File: src/core_pkg.sv
package core_pkg;

    // datapath widths
    localparam int xlen       = 32;
    localparam int reg_addr_w = 5;

    // uop is a small one-hot style flag vector from decode
    localparam int uop_w = 8;

    // bit positions inside the uop
    localparam int uop_alu  = 0;
    localparam int uop_mem  = 1;
    localparam int uop_csr  = 2;
    // branch-and-link, result needs pc+4 correction
    localparam int uop_link = 3;

    // andi r0, r0, 0
    localparam logic [31:0] inst_nop = 32'h0340_0000;

    // one writeback lane as it moves between the stages
    typedef struct packed {
        logic                  we;
        logic [reg_addr_w-1:0] rd;
        logic [xlen-1:0]       data;
        logic [xlen-1:0]       pc;
        logic [31:0]           inst;
    } wb_lane_t;

endpackage

File: src/exc_pkg.sv
package exc_pkg;

    localparam int ecode_w = 6;

    // loongarch ecode values
    localparam logic [ecode_w-1:0] exc_int  = 6'h00;
    localparam logic [ecode_w-1:0] exc_pil  = 6'h01;
    localparam logic [ecode_w-1:0] exc_pis  = 6'h02;
    localparam logic [ecode_w-1:0] exc_pif  = 6'h03;
    localparam logic [ecode_w-1:0] exc_pme  = 6'h04;
    localparam logic [ecode_w-1:0] exc_ppi  = 6'h07;
    localparam logic [ecode_w-1:0] exc_adef = 6'h08;
    localparam logic [ecode_w-1:0] exc_ale  = 6'h09;
    localparam logic [ecode_w-1:0] exc_tlbr = 6'h3f;

    // address related faults, badv gets the faulting address
    function automatic logic sets_badv(input logic [ecode_w-1:0] code);
        return (code == exc_pil) || (code == exc_pis) || (code == exc_pif)
            || (code == exc_pme) || (code == exc_ppi) || (code == exc_adef)
            || (code == exc_ale) || (code == exc_tlbr);
    endfunction

    // tlb related faults only, ale and adef leave tlbehi alone
    function automatic logic sets_vppn(input logic [ecode_w-1:0] code);
        return (code == exc_pil) || (code == exc_pis) || (code == exc_pif)
            || (code == exc_pme) || (code == exc_ppi) || (code == exc_tlbr);
    endfunction

endpackage

File: src/wb_lane_if.sv
`timescale 1ns/1ns

// one writeback lane record between stages
interface wb_lane_if
    import core_pkg::*;
();

    wb_lane_t lane;

    // producing side
    modport src (
        output lane
    );

    // consuming side
    modport dst (
        input lane
    );

endinterface

File: src/ex2_result_select.sv
`timescale 1ns/1ns

module ex2_result_select
    import core_pkg::*;
(
    input  logic [uop_w-1:0]      uop0,
    input  logic [uop_w-1:0]      uop1,
    input  logic [xlen-1:0]       alu_result0,
    input  logic [xlen-1:0]       alu_result1,
    input  logic                  alu_valid0,
    input  logic                  alu_valid1,
    input  logic [reg_addr_w-1:0] rd0,
    input  logic [reg_addr_w-1:0] rd1,
    input  logic [xlen-1:0]       pc0,
    input  logic [xlen-1:0]       pc1,
    input  logic [31:0]           inst0,
    input  logic [31:0]           inst1,
    input  logic [xlen-1:0]       dcache_data,
    input  logic                  dcache_ready,
    input  logic [xlen-1:0]       csr_rdata,
    input  logic                  exc_valid,
    input  logic                  interrupt,
    output logic                  allowin,
    wb_lane_if.src                lane0,
    wb_lane_if.src                lane1
);

    wb_lane_t sel0;
    wb_lane_t sel1;
    logic     hit0;
    logic     kill;

    // load waiting on the cache holds the whole slice
    assign allowin = !(uop0[uop_mem] && !dcache_ready);

    // nothing retires under an exception, interrupt or stall
    assign kill = exc_valid || interrupt || !allowin;

    // lane 0 source priority: alu, load, csr
    always_comb begin
        hit0      = 1'b1;
        sel0.data = '0;
        if (alu_valid0) begin
            // link register holds the return address
            sel0.data = uop0[uop_link] ? alu_result0 + xlen'(4) : alu_result0;
        end else if (uop0[uop_mem] && dcache_ready) begin
            sel0.data = dcache_data;
        end else if (uop0[uop_csr]) begin
            sel0.data = csr_rdata;
        end else begin
            hit0 = 1'b0;
        end
        // r0 writes are dropped here so later stages never see them
        sel0.we   = hit0 && (rd0 != '0) && !kill;
        sel0.rd   = rd0;
        sel0.pc   = pc0;
        sel0.inst = inst0;
    end

    // lane 1 is alu only
    always_comb begin
        sel1.we   = alu_valid1 && uop1[uop_alu] && (rd1 != '0) && !kill;
        sel1.rd   = rd1;
        sel1.data = alu_result1;
        sel1.pc   = pc1;
        sel1.inst = inst1;
    end

    assign lane0.lane = sel0;
    assign lane1.lane = sel1;

endmodule

File: src/ex2_wb_top.sv
`timescale 1ns/1ns

module ex2_wb_top
    import core_pkg::*;
    import exc_pkg::*;
#(
    parameter int num_regs = 32,
    parameter int vppn_w   = 19
) (
    input  logic                  clk,
    input  logic                  aresetn,
    // issue side
    input  logic [uop_w-1:0]      uop0,
    input  logic [uop_w-1:0]      uop1,
    input  logic [xlen-1:0]       alu_result0,
    input  logic [xlen-1:0]       alu_result1,
    input  logic                  alu_valid0,
    input  logic                  alu_valid1,
    input  logic [reg_addr_w-1:0] rd0,
    input  logic [reg_addr_w-1:0] rd1,
    input  logic [xlen-1:0]       pc0,
    input  logic [xlen-1:0]       pc1,
    input  logic [31:0]           inst0,
    input  logic [31:0]           inst1,
    input  logic [xlen-1:0]       dcache_data,
    input  logic                  dcache_ready,
    input  logic [xlen-1:0]       csr_rdata,
    // exception side
    input  logic                  exc_valid,
    input  logic [ecode_w-1:0]    ecode,
    input  logic [xlen-1:0]       badv,
    input  logic                  interrupt,
    input  logic [xlen-1:0]       eentry,
    input  logic [xlen-1:0]       tlbrentry,
    output logic                  allowin,
    output logic                  flush,
    output logic [ecode_w-1:0]    ecode_out,
    output logic [xlen-1:0]       era_out,
    output logic                  wen_era,
    output logic [xlen-1:0]       badv_out,
    output logic                  wen_badv,
    output logic [vppn_w-1:0]     vppn_out,
    output logic                  wen_vppn,
    output logic                  tlb_refill,
    output logic [xlen-1:0]       redirect_pc,
    // register file read port
    input  logic [reg_addr_w-1:0] raddr,
    output logic [xlen-1:0]       rdata,
    // trace port
    output logic [xlen-1:0]       trace0_pc,
    output logic [31:0]           trace0_inst,
    output logic                  trace0_we,
    output logic [reg_addr_w-1:0] trace0_rd,
    output logic [xlen-1:0]       trace0_data,
    output logic [xlen-1:0]       trace1_pc,
    output logic [31:0]           trace1_inst,
    output logic                  trace1_we,
    output logic [reg_addr_w-1:0] trace1_rd,
    output logic [xlen-1:0]       trace1_data,
    output logic                  trace_valid
);

    // select to register, register to regfile
    wb_lane_if sel_lane0 ();
    wb_lane_if sel_lane1 ();
    wb_lane_if wb_lane0 ();
    wb_lane_if wb_lane1 ();

    ex2_result_select ex2_result_select_inst (
        .uop0         (uop0),
        .uop1         (uop1),
        .alu_result0  (alu_result0),
        .alu_result1  (alu_result1),
        .alu_valid0   (alu_valid0),
        .alu_valid1   (alu_valid1),
        .rd0          (rd0),
        .rd1          (rd1),
        .pc0          (pc0),
        .pc1          (pc1),
        .inst0        (inst0),
        .inst1        (inst1),
        .dcache_data  (dcache_data),
        .dcache_ready (dcache_ready),
        .csr_rdata    (csr_rdata),
        .exc_valid    (exc_valid),
        .interrupt    (interrupt),
        .allowin      (allowin),
        .lane0        (sel_lane0.src),
        .lane1        (sel_lane1.src)
    );

    exception_commit #(
        .vppn_w (vppn_w)
    ) exception_commit_inst (
        .clk         (clk),
        .aresetn     (aresetn),
        .exc_valid   (exc_valid),
        .ecode       (ecode),
        .badv        (badv),
        .pc0         (pc0),
        .interrupt   (interrupt),
        .eentry      (eentry),
        .tlbrentry   (tlbrentry),
        .flush       (flush),
        .ecode_out   (ecode_out),
        .era_out     (era_out),
        .wen_era     (wen_era),
        .badv_out    (badv_out),
        .wen_badv    (wen_badv),
        .vppn_out    (vppn_out),
        .wen_vppn    (wen_vppn),
        .tlb_refill  (tlb_refill),
        .redirect_pc (redirect_pc)
    );

    wb_stage_reg wb_stage_reg_inst (
        .clk         (clk),
        .aresetn     (aresetn),
        .flush       (flush),
        .allowin     (allowin),
        .in0         (sel_lane0.dst),
        .in1         (sel_lane1.dst),
        .out0        (wb_lane0.src),
        .out1        (wb_lane1.src),
        .trace_valid (trace_valid)
    );

    regfile_writeback #(
        .num_regs (num_regs)
    ) regfile_writeback_inst (
        .clk     (clk),
        .aresetn (aresetn),
        .lane0   (wb_lane0.dst),
        .lane1   (wb_lane1.dst),
        .raddr   (raddr),
        .rdata   (rdata)
    );

    // trace mirrors the writeback register, one edge ahead of the regfile
    assign trace0_pc   = wb_lane0.lane.pc;
    assign trace0_inst = wb_lane0.lane.inst;
    assign trace0_we   = wb_lane0.lane.we;
    assign trace0_rd   = wb_lane0.lane.rd;
    assign trace0_data = wb_lane0.lane.data;
    assign trace1_pc   = wb_lane1.lane.pc;
    assign trace1_inst = wb_lane1.lane.inst;
    assign trace1_we   = wb_lane1.lane.we;
    assign trace1_rd   = wb_lane1.lane.rd;
    assign trace1_data = wb_lane1.lane.data;

endmodule

File: src/exception_commit.sv
`timescale 1ns/1ns

module exception_commit
    import core_pkg::*;
    import exc_pkg::*;
#(
    parameter int vppn_w = 19
) (
    input  logic               clk,
    input  logic               aresetn,
    input  logic               exc_valid,
    input  logic [ecode_w-1:0] ecode,
    input  logic [xlen-1:0]    badv,
    input  logic [xlen-1:0]    pc0,
    input  logic               interrupt,
    input  logic [xlen-1:0]    eentry,
    input  logic [xlen-1:0]    tlbrentry,
    output logic               flush,
    output logic [ecode_w-1:0] ecode_out,
    output logic [xlen-1:0]    era_out,
    output logic               wen_era,
    output logic [xlen-1:0]    badv_out,
    output logic               wen_badv,
    output logic [vppn_w-1:0]  vppn_out,
    output logic               wen_vppn,
    output logic               tlb_refill,
    output logic [xlen-1:0]    redirect_pc
);

    logic               take;
    logic [ecode_w-1:0] code;

    assign take = exc_valid || interrupt;
    // a synchronous exception outranks a pending interrupt
    assign code = exc_valid ? ecode : exc_int;

    // strobes are one cycle pulses after the event edge
    always_ff @(posedge clk) begin
        if (!aresetn) begin
            flush      <= 1'b0;
            wen_era    <= 1'b0;
            wen_badv   <= 1'b0;
            wen_vppn   <= 1'b0;
            tlb_refill <= 1'b0;
        end else begin
            flush      <= take;
            wen_era    <= take;
            wen_badv   <= exc_valid && sets_badv(ecode);
            wen_vppn   <= exc_valid && sets_vppn(ecode);
            tlb_refill <= exc_valid && (ecode == exc_tlbr);
        end
    end

    // csr payload, only meaningful while its strobe is up
    always_ff @(posedge clk) begin
        if (take) begin
            ecode_out <= code;
            era_out   <= pc0;
            badv_out  <= badv;
            // vppn is the top of the bad address
            vppn_out  <= badv[xlen-1 -: vppn_w];
        end
    end

    // refill has its own vector
    assign redirect_pc = tlb_refill ? tlbrentry : eentry;

endmodule

File: src/regfile_writeback.sv
`timescale 1ns/1ns

module regfile_writeback
    import core_pkg::*;
#(
    parameter int num_regs = 32
) (
    input  logic                  clk,
    input  logic                  aresetn,
    wb_lane_if.dst                lane0,
    wb_lane_if.dst                lane1,
    input  logic [reg_addr_w-1:0] raddr,
    output logic [xlen-1:0]       rdata
);

    logic [xlen-1:0] regs [num_regs];
    logic            wr0;
    logic            wr1;

    // no writes while reset is held
    assign wr0 = aresetn && lane0.lane.we && (lane0.lane.rd != '0);
    assign wr1 = aresetn && lane1.lane.we && (lane1.lane.rd != '0);

    // lane 1 is the younger instruction
    // its write comes last and wins on the same rd
    always_ff @(posedge clk) begin
        if (wr0) begin
            regs[lane0.lane.rd] <= lane0.lane.data;
        end
        if (wr1) begin
            regs[lane1.lane.rd] <= lane1.lane.data;
        end
    end

    // r0 is hardwired zero
    assign rdata = (raddr == '0) ? '0 : regs[raddr];

endmodule

File: src/wb_stage_reg.sv
`timescale 1ns/1ns

module wb_stage_reg
    import core_pkg::*;
(
    input  logic   clk,
    input  logic   aresetn,
    input  logic   flush,
    input  logic   allowin,
    wb_lane_if.dst in0,
    wb_lane_if.dst in1,
    wb_lane_if.src out0,
    wb_lane_if.src out1,
    output logic   trace_valid
);

    wb_lane_t lane0_q;
    wb_lane_t lane1_q;

    always_ff @(posedge clk) begin
        if (!aresetn || flush) begin
            // empty stage, trace shows a nop
            lane0_q      <= '0;
            lane1_q      <= '0;
            lane0_q.inst <= inst_nop;
            lane1_q.inst <= inst_nop;
            trace_valid  <= 1'b0;
        end else if (!allowin) begin
            // bubble while the load waits
            // pc and inst stay for the trace
            lane0_q.we  <= 1'b0;
            lane1_q.we  <= 1'b0;
            trace_valid <= 1'b0;
        end else begin
            lane0_q     <= in0.lane;
            lane1_q     <= in1.lane;
            trace_valid <= 1'b1;
        end
    end

    assign out0.lane = lane0_q;
    assign out1.lane = lane1_q;

endmodule

File: config.mk
export PLATFORM = sky130hd
export DESIGN_NAME = ex2_wb_top
export DESIGN_NICKNAME = d
export VERILOG_FILES = /design/src/core_pkg.sv /design/src/exc_pkg.sv /design/src/wb_lane_if.sv /design/src/ex2_result_select.sv /design/src/ex2_wb_top.sv /design/src/exception_commit.sv /design/src/regfile_writeback.sv /design/src/wb_stage_reg.sv
export SDC_FILE = /design/constraint.sdc
export NUM_CORES = 2
export LEC_CHECK = 0
export ABC_CLOCK_PERIOD_IN_PS = 9600
export BUFFER_PORTS_ARGS = -buffer_cell sky130_fd_sc_hd__buf_2
export CAP_MARGIN = 20
export CORE_MARGIN = 5
export CORE_UTILIZATION = 34
export DETAILED_ROUTE_END_ITERATION = 8
export PLACE_DENSITY = 0.62
export SLEW_MARGIN = 20
export SYNTH_ARGS = -nofsm -noshare
export SYNTH_HDL_FRONTEND = slang
export SYNTH_SLANG_ARGS = --single-unit
export TNS_END_PERCENT = 20
File: constraint.sdc
create_clock -name clk -period 9.6 [get_ports clk]
set_input_delay 1.92 -clock clk [delete_from_list [all_inputs] [get_ports clk]]
set_output_delay 1.92 -clock clk [all_outputs]
set_load 0.01 [all_outputs]
=== After elaboration in Yosys (flattened, before gate mapping) ===
Memory sizes are Yosys's and may differ from the RTL's.
Cells that the tools add are included.

* Add/subtract/negate cells: 1
* Equal/unequal tests: 8
* Multiplexer cells: 14
* Reductions and logical operators: 35

{| class="wikitable"
|+ Operators with widths
! kind !! count
|-
| $mux W32 || 6
|-
| $add A32 B3 Y32 const B || 1
|-
| $reduce_bool A5 Y1 || 4
|-
| $logic_and A1 B1 Y1 || 14
|-
| $eq A6 B2 Y1 const B || 2
|-
| $eq A6 B3 Y1 const B || 2
|-
| $eq A6 B4 Y1 const B || 2
|-
| $logic_or A1 B1 Y1 || 11
|-
| $mux W1 || 8
|-
| $eq A6 B1 Y1 const B || 1
|-
| $eq A6 B6 Y1 const B || 1
|-
| $logic_not A5 Y1 || 1
|-
| $logic_not A1 Y1 || 4
|-
| $reduce_or A2 Y1 || 1
|}

* Input port bits: 396
* Logic and storage cells: 78
* Flip-flop bits (word level): 298
* Output and inout port bits: 364
* Bits in writable memories: 1024
* Memories: 1

{| class="wikitable"
|+ Memory list
! memory !! words !! width !! read ports !! clocked after Yosys merged registers in !! wr ports !! RTL line !! source
|-
| regfile_writeback_inst.regs || 32 || 32 || 1 || 0 || 2 || regfile_writeback.sv:16 || <nowiki>logic [xlen-1:0] regs [num_regs];</nowiki>
|}

=== Logic depth before layout (Yosys ltp) ===
* Depth in word-level cells: 9
* Mapped depth: 9

=== Modules after synthesis ===
A second synthesis with hierarchy kept.

* Cells, all modules: 4329
* Area total of the unflattened synthesis: 65517.8 sq um

{| class="wikitable"
|+ Modules (own cells, without submodules)
! module !! cells an instance !! area each (sq um) !! times used !! seq. area each (sq um)
|-
| regfile_writeback || 3103 || 52575.4 || 1 || 30749.5
|-
| wb_stage_reg || 660 || 7259.5 || 1 || 4103.9
|-
| exception_commit || 150 || 2890.3 || 1 || 2182.1
|-
| ex2_result_select || 416 || 2792.7 || 1 || 0.0
|}

=== Worst setup path before layout ===
Ideal clock, no wire load.

* Kind: input to output
* Start point: input port raddr[1]
* End point: output port rdata[12]
* Buffers on the path: 3
* Setup slack: 4.172 ns
* Cell stages on the path: 7
* Arrival: 3.508 ns
* Path through: buf_4 buf_4 buf_4 mux4_2 mux2i_1 o2111a_1 a2111oi_0

* Word-level cells in the longest chain between the ends: 2

{| class="wikitable"
|+ RTL lines
! element !! RTL line !! source
|-
| from (decl) || ex2_wb_top.sv:47 || <nowiki>input logic [reg_addr_w-1:0] raddr,</nowiki>
|-
| $mem_v2 Z32 W32 / $logic_not A5 Y1 (equally long branches) || -- ||
|-
| $mux W32 * || regfile_writeback.sv:36 || <nowiki>assign rdata = (raddr == '0) ? '0 : regs[raddr];</nowiki>
|-
| to (decl) || ex2_wb_top.sv:48 || <nowiki>output logic [xlen-1:0] rdata,</nowiki>
|}

Mark *: on every way between the ends. The rest lies on a longest branch, timed or not.

=== Final worst setup path ===
* Start point: input port raddr[0]
* End point: output port rdata[15]

Same word-level chain as after synthesis.

==> results.cfg <==
[cells_and_area]
final_common_cell = edfxtp_1
final_cell_mix = edfxtp_1 (1094), mux2_2 (944), buf_2 (744)
drive_above_1_share_pct = 47.8
area_growth_pct = 17.2
nets = 5309

[setup_path]
arrival_ns = 5.04
path_class = primary input to output port
cp-start-kind = primary input
critPathMaxFanout = 64
cp.required_ns = 7.68
critPathCaptureType = output port
crit_path_cell_trace = buf_8, buf_12, buf_4, mux4_2, mux2i_1, o2111a_1, a2111oi_1, buf_2
slowest_delay_ns = 0.52
cpMaxStageDelayCell = buf_4

[timing]
setup_ws_ns = 2.64
min_period_over_period_pct = 72.5
drv_slew = 0
fin_crit_ns = 6.96
rsz0062_at_grt = false
tightest_slew_ns = 1.22
hold_violations = 0
holdWs_ns = 0.450
finalClockSkew_ns = 0.0423
setup_viol = 0
fin_setup_tns_ns = 0
slew_headroom_pct = 18.0
max_freq_mhz = 144

[floorplan]
coreArea_sq_um = 185000
die-height_um = 442
fp.dieW_um = 442
initial_utilization_pct = 34.2
die_area_sq_um = 195000
io_pins = 760
placementRows = 158

[clock_network]
htree_levels = 4
clk_pin_slew_ns = 0.06
post_cts_buffers = 0
numCtsBuffers = 151
cts_max_path_buffers = 3
hold_buffers = 0
cts_tree = done
cts_resized = 0
root_buffer = clkbuf_16
cts_sinks = 1303
worst_skew_pair.late_latency_ns = 0.82

[flow_run]
drv_cap = 0

[yosys]
synth_edf_count = 1094
synth_flop_cell = edfxtp_1
yosys_warnings = 0
synth_largest_area_cell = edfxtp_1
synth_async_sr_flop_share_pct = 0
yosys.area.top_type_share_pct = 51.8
syn_inst = 4385
synth_cell_type_count = 63
synth-seq-cells = 1303
synth_area_sq_um = 63400
yosys-top-cells-area = edfxtp_1 (52%), mux2_2 (17%), mux4_2 (9.0%)
ys_seq_area_share_pct = 58.4
synth_area_per_cell_sq_um = 14.5

[detailed_routing]
wl_per_cell_um = 33.9
totalWireLength_um = 256000
initialDrtViolationCount = 4100
post-route-drc-count = 0
drtPass1Iterations = 5
ant_nets = 0
routed_via_density = 5.55
num_vias = 41800

[grt]
grt_pass1_vias = 42400
grt_first_pass_wirelength_um = 350000
grt_usage_pct = 25.4
grt_max_degree = 161
antenna_found_initial = 53
grt.overflow.total = 0

[worst_hold_path]
hold_path_class = register to register

[placed_design]
dp_hpwl_um = 170000
place_ws_ns = 2.53
place_congestion = 0.970
port_buffers = 747

[status]
status = finished, final reports clean

[power]
power.density_nw_per_um2 = 178
p_leak_nw = 28.1
ir_worst_vdd_v = 0.000182
cells by family (layout without fill, tap and decap cells):
logic type                 count (synthesis)  after routing  share of synthesized area (%)
xor gates and xnor gates                  22             22                          0.304
adders and majority gates                  1              1                         0.0197
AOI/OAI and AO/OA                        497            497                           5.01
muxes                                   1273           1273                           27.1
and+or+nand+nor                          723            723                           4.96
DFF                                     1303           1303                           58.4
buffers and inverters                    565           1181                           4.20
other                                      1             52                        0.00592
cells in the mapped netlist (all sizes together), types with 8 or more instances:
cell	n
a22oi	8
mux2	952
xnor2	16
mux2i	65
nor4	9
nand3	26
edfxtp	1094
and2	10
nor3	14
o2111a	32
o22ai	59
nor2	49
nor3b	10
a2111oi	33
and3	11
inv	24
clkbuf	340
nand2	541
o21ai	122
mux4	256
nand4	16
a21oi	210
dfxtp	209
buf	201
stage by stage:
step           total power, W  utilization (%)  cell area [sq um]  std cells
6_report               0.0132             40.1              74300       7532
5_1_grt                0.0136             40.1              74300       7523
4_1_cts                0.0133             40.0              74200       7512
3_5_place_dp          0.00768             37.5              69500       7239
3_3_place_gp          0.00766             37.5              69500       7239
2_1_floorplan         0.00710                -              63500       4416
per-layer routing:
metal	up-vias	track usage (%)	wire, um	part of all wire [%]
met4	24	11.3	12700	5.0
met5	-	0	161	0.063
li1	17700	-	-	-
met2	1931	41.8	123000	48
met1	21700	32.2	101000	39
met3	411	5.57	19300	7.5
critical path: cells and delay by family:
| family | cells | cell delay [ns] |
|---|---|---|
| buffers and inverters | 4 | 1.71 |
| multiplexers | 2 | 0.40 |
| AO/OA/AOI/OAI | 2 | 0.79 |
worst paths after layout:
| path | from | endpoint | slack, ns | cells after the start |
|---|---|---|---|---|
| max | raddr[0] | rdata[15] | 2.64 | 8 |
| min | wb_stage_reg_inst.out1.lane[38] | wb_stage_reg_inst.out1.lane[38] | 0.45 | 2 |
| max reg2reg | wb_stage_reg_inst.out1.lane[99] | regfile_writeback_inst.regs[26][14] | 5.85 | 4 |
| min reg2reg | wb_stage_reg_inst.out1.lane[38] | wb_stage_reg_inst.out1.lane[38] | 0.45 | 2 |
power by group:
part           internal (W)  total (W)  switching, W
sequential          0.00622    0.00632     0.0000984
clock               0.00316    0.00566       0.00251
combinational      0.000495    0.00123      0.000738
total               0.00988     0.0132       0.00334
registers in the layout, indices dropped and copies added, names as in the netlist:
name / cells
exception_commit_inst.vppn_out: 19
exception_commit_inst.ecode_out: 6
exception_commit_inst.era_out: 32
wb_stage_reg_inst.out1.lane: 102
exception_commit_inst.tlb_refill: 1
exception_commit_inst.wen_badv: 1
exception_commit_inst.wen_vppn: 1
wb_stage_reg_inst.out0.lane: 102
regfile_writeback_inst.regs: 1024
wb_stage_reg_inst.trace_valid: 1
exception_commit_inst.flush: 1
exception_commit_inst.badv_out: 13
final cells by class:
cell class	instances	area [sq um]
Fill cell	17500	111000
Sequential cell	1303	37100
Multi-Input combinational cell	2548	24400
Timing Repair Buffer	884	4860
Clock buffer	203	4050
Tap cell	2480	3100
Clock inverter	70	718
Inverter	24	97.6
Antenna cell	20	50.0
(Power assumes the default switching activity.)
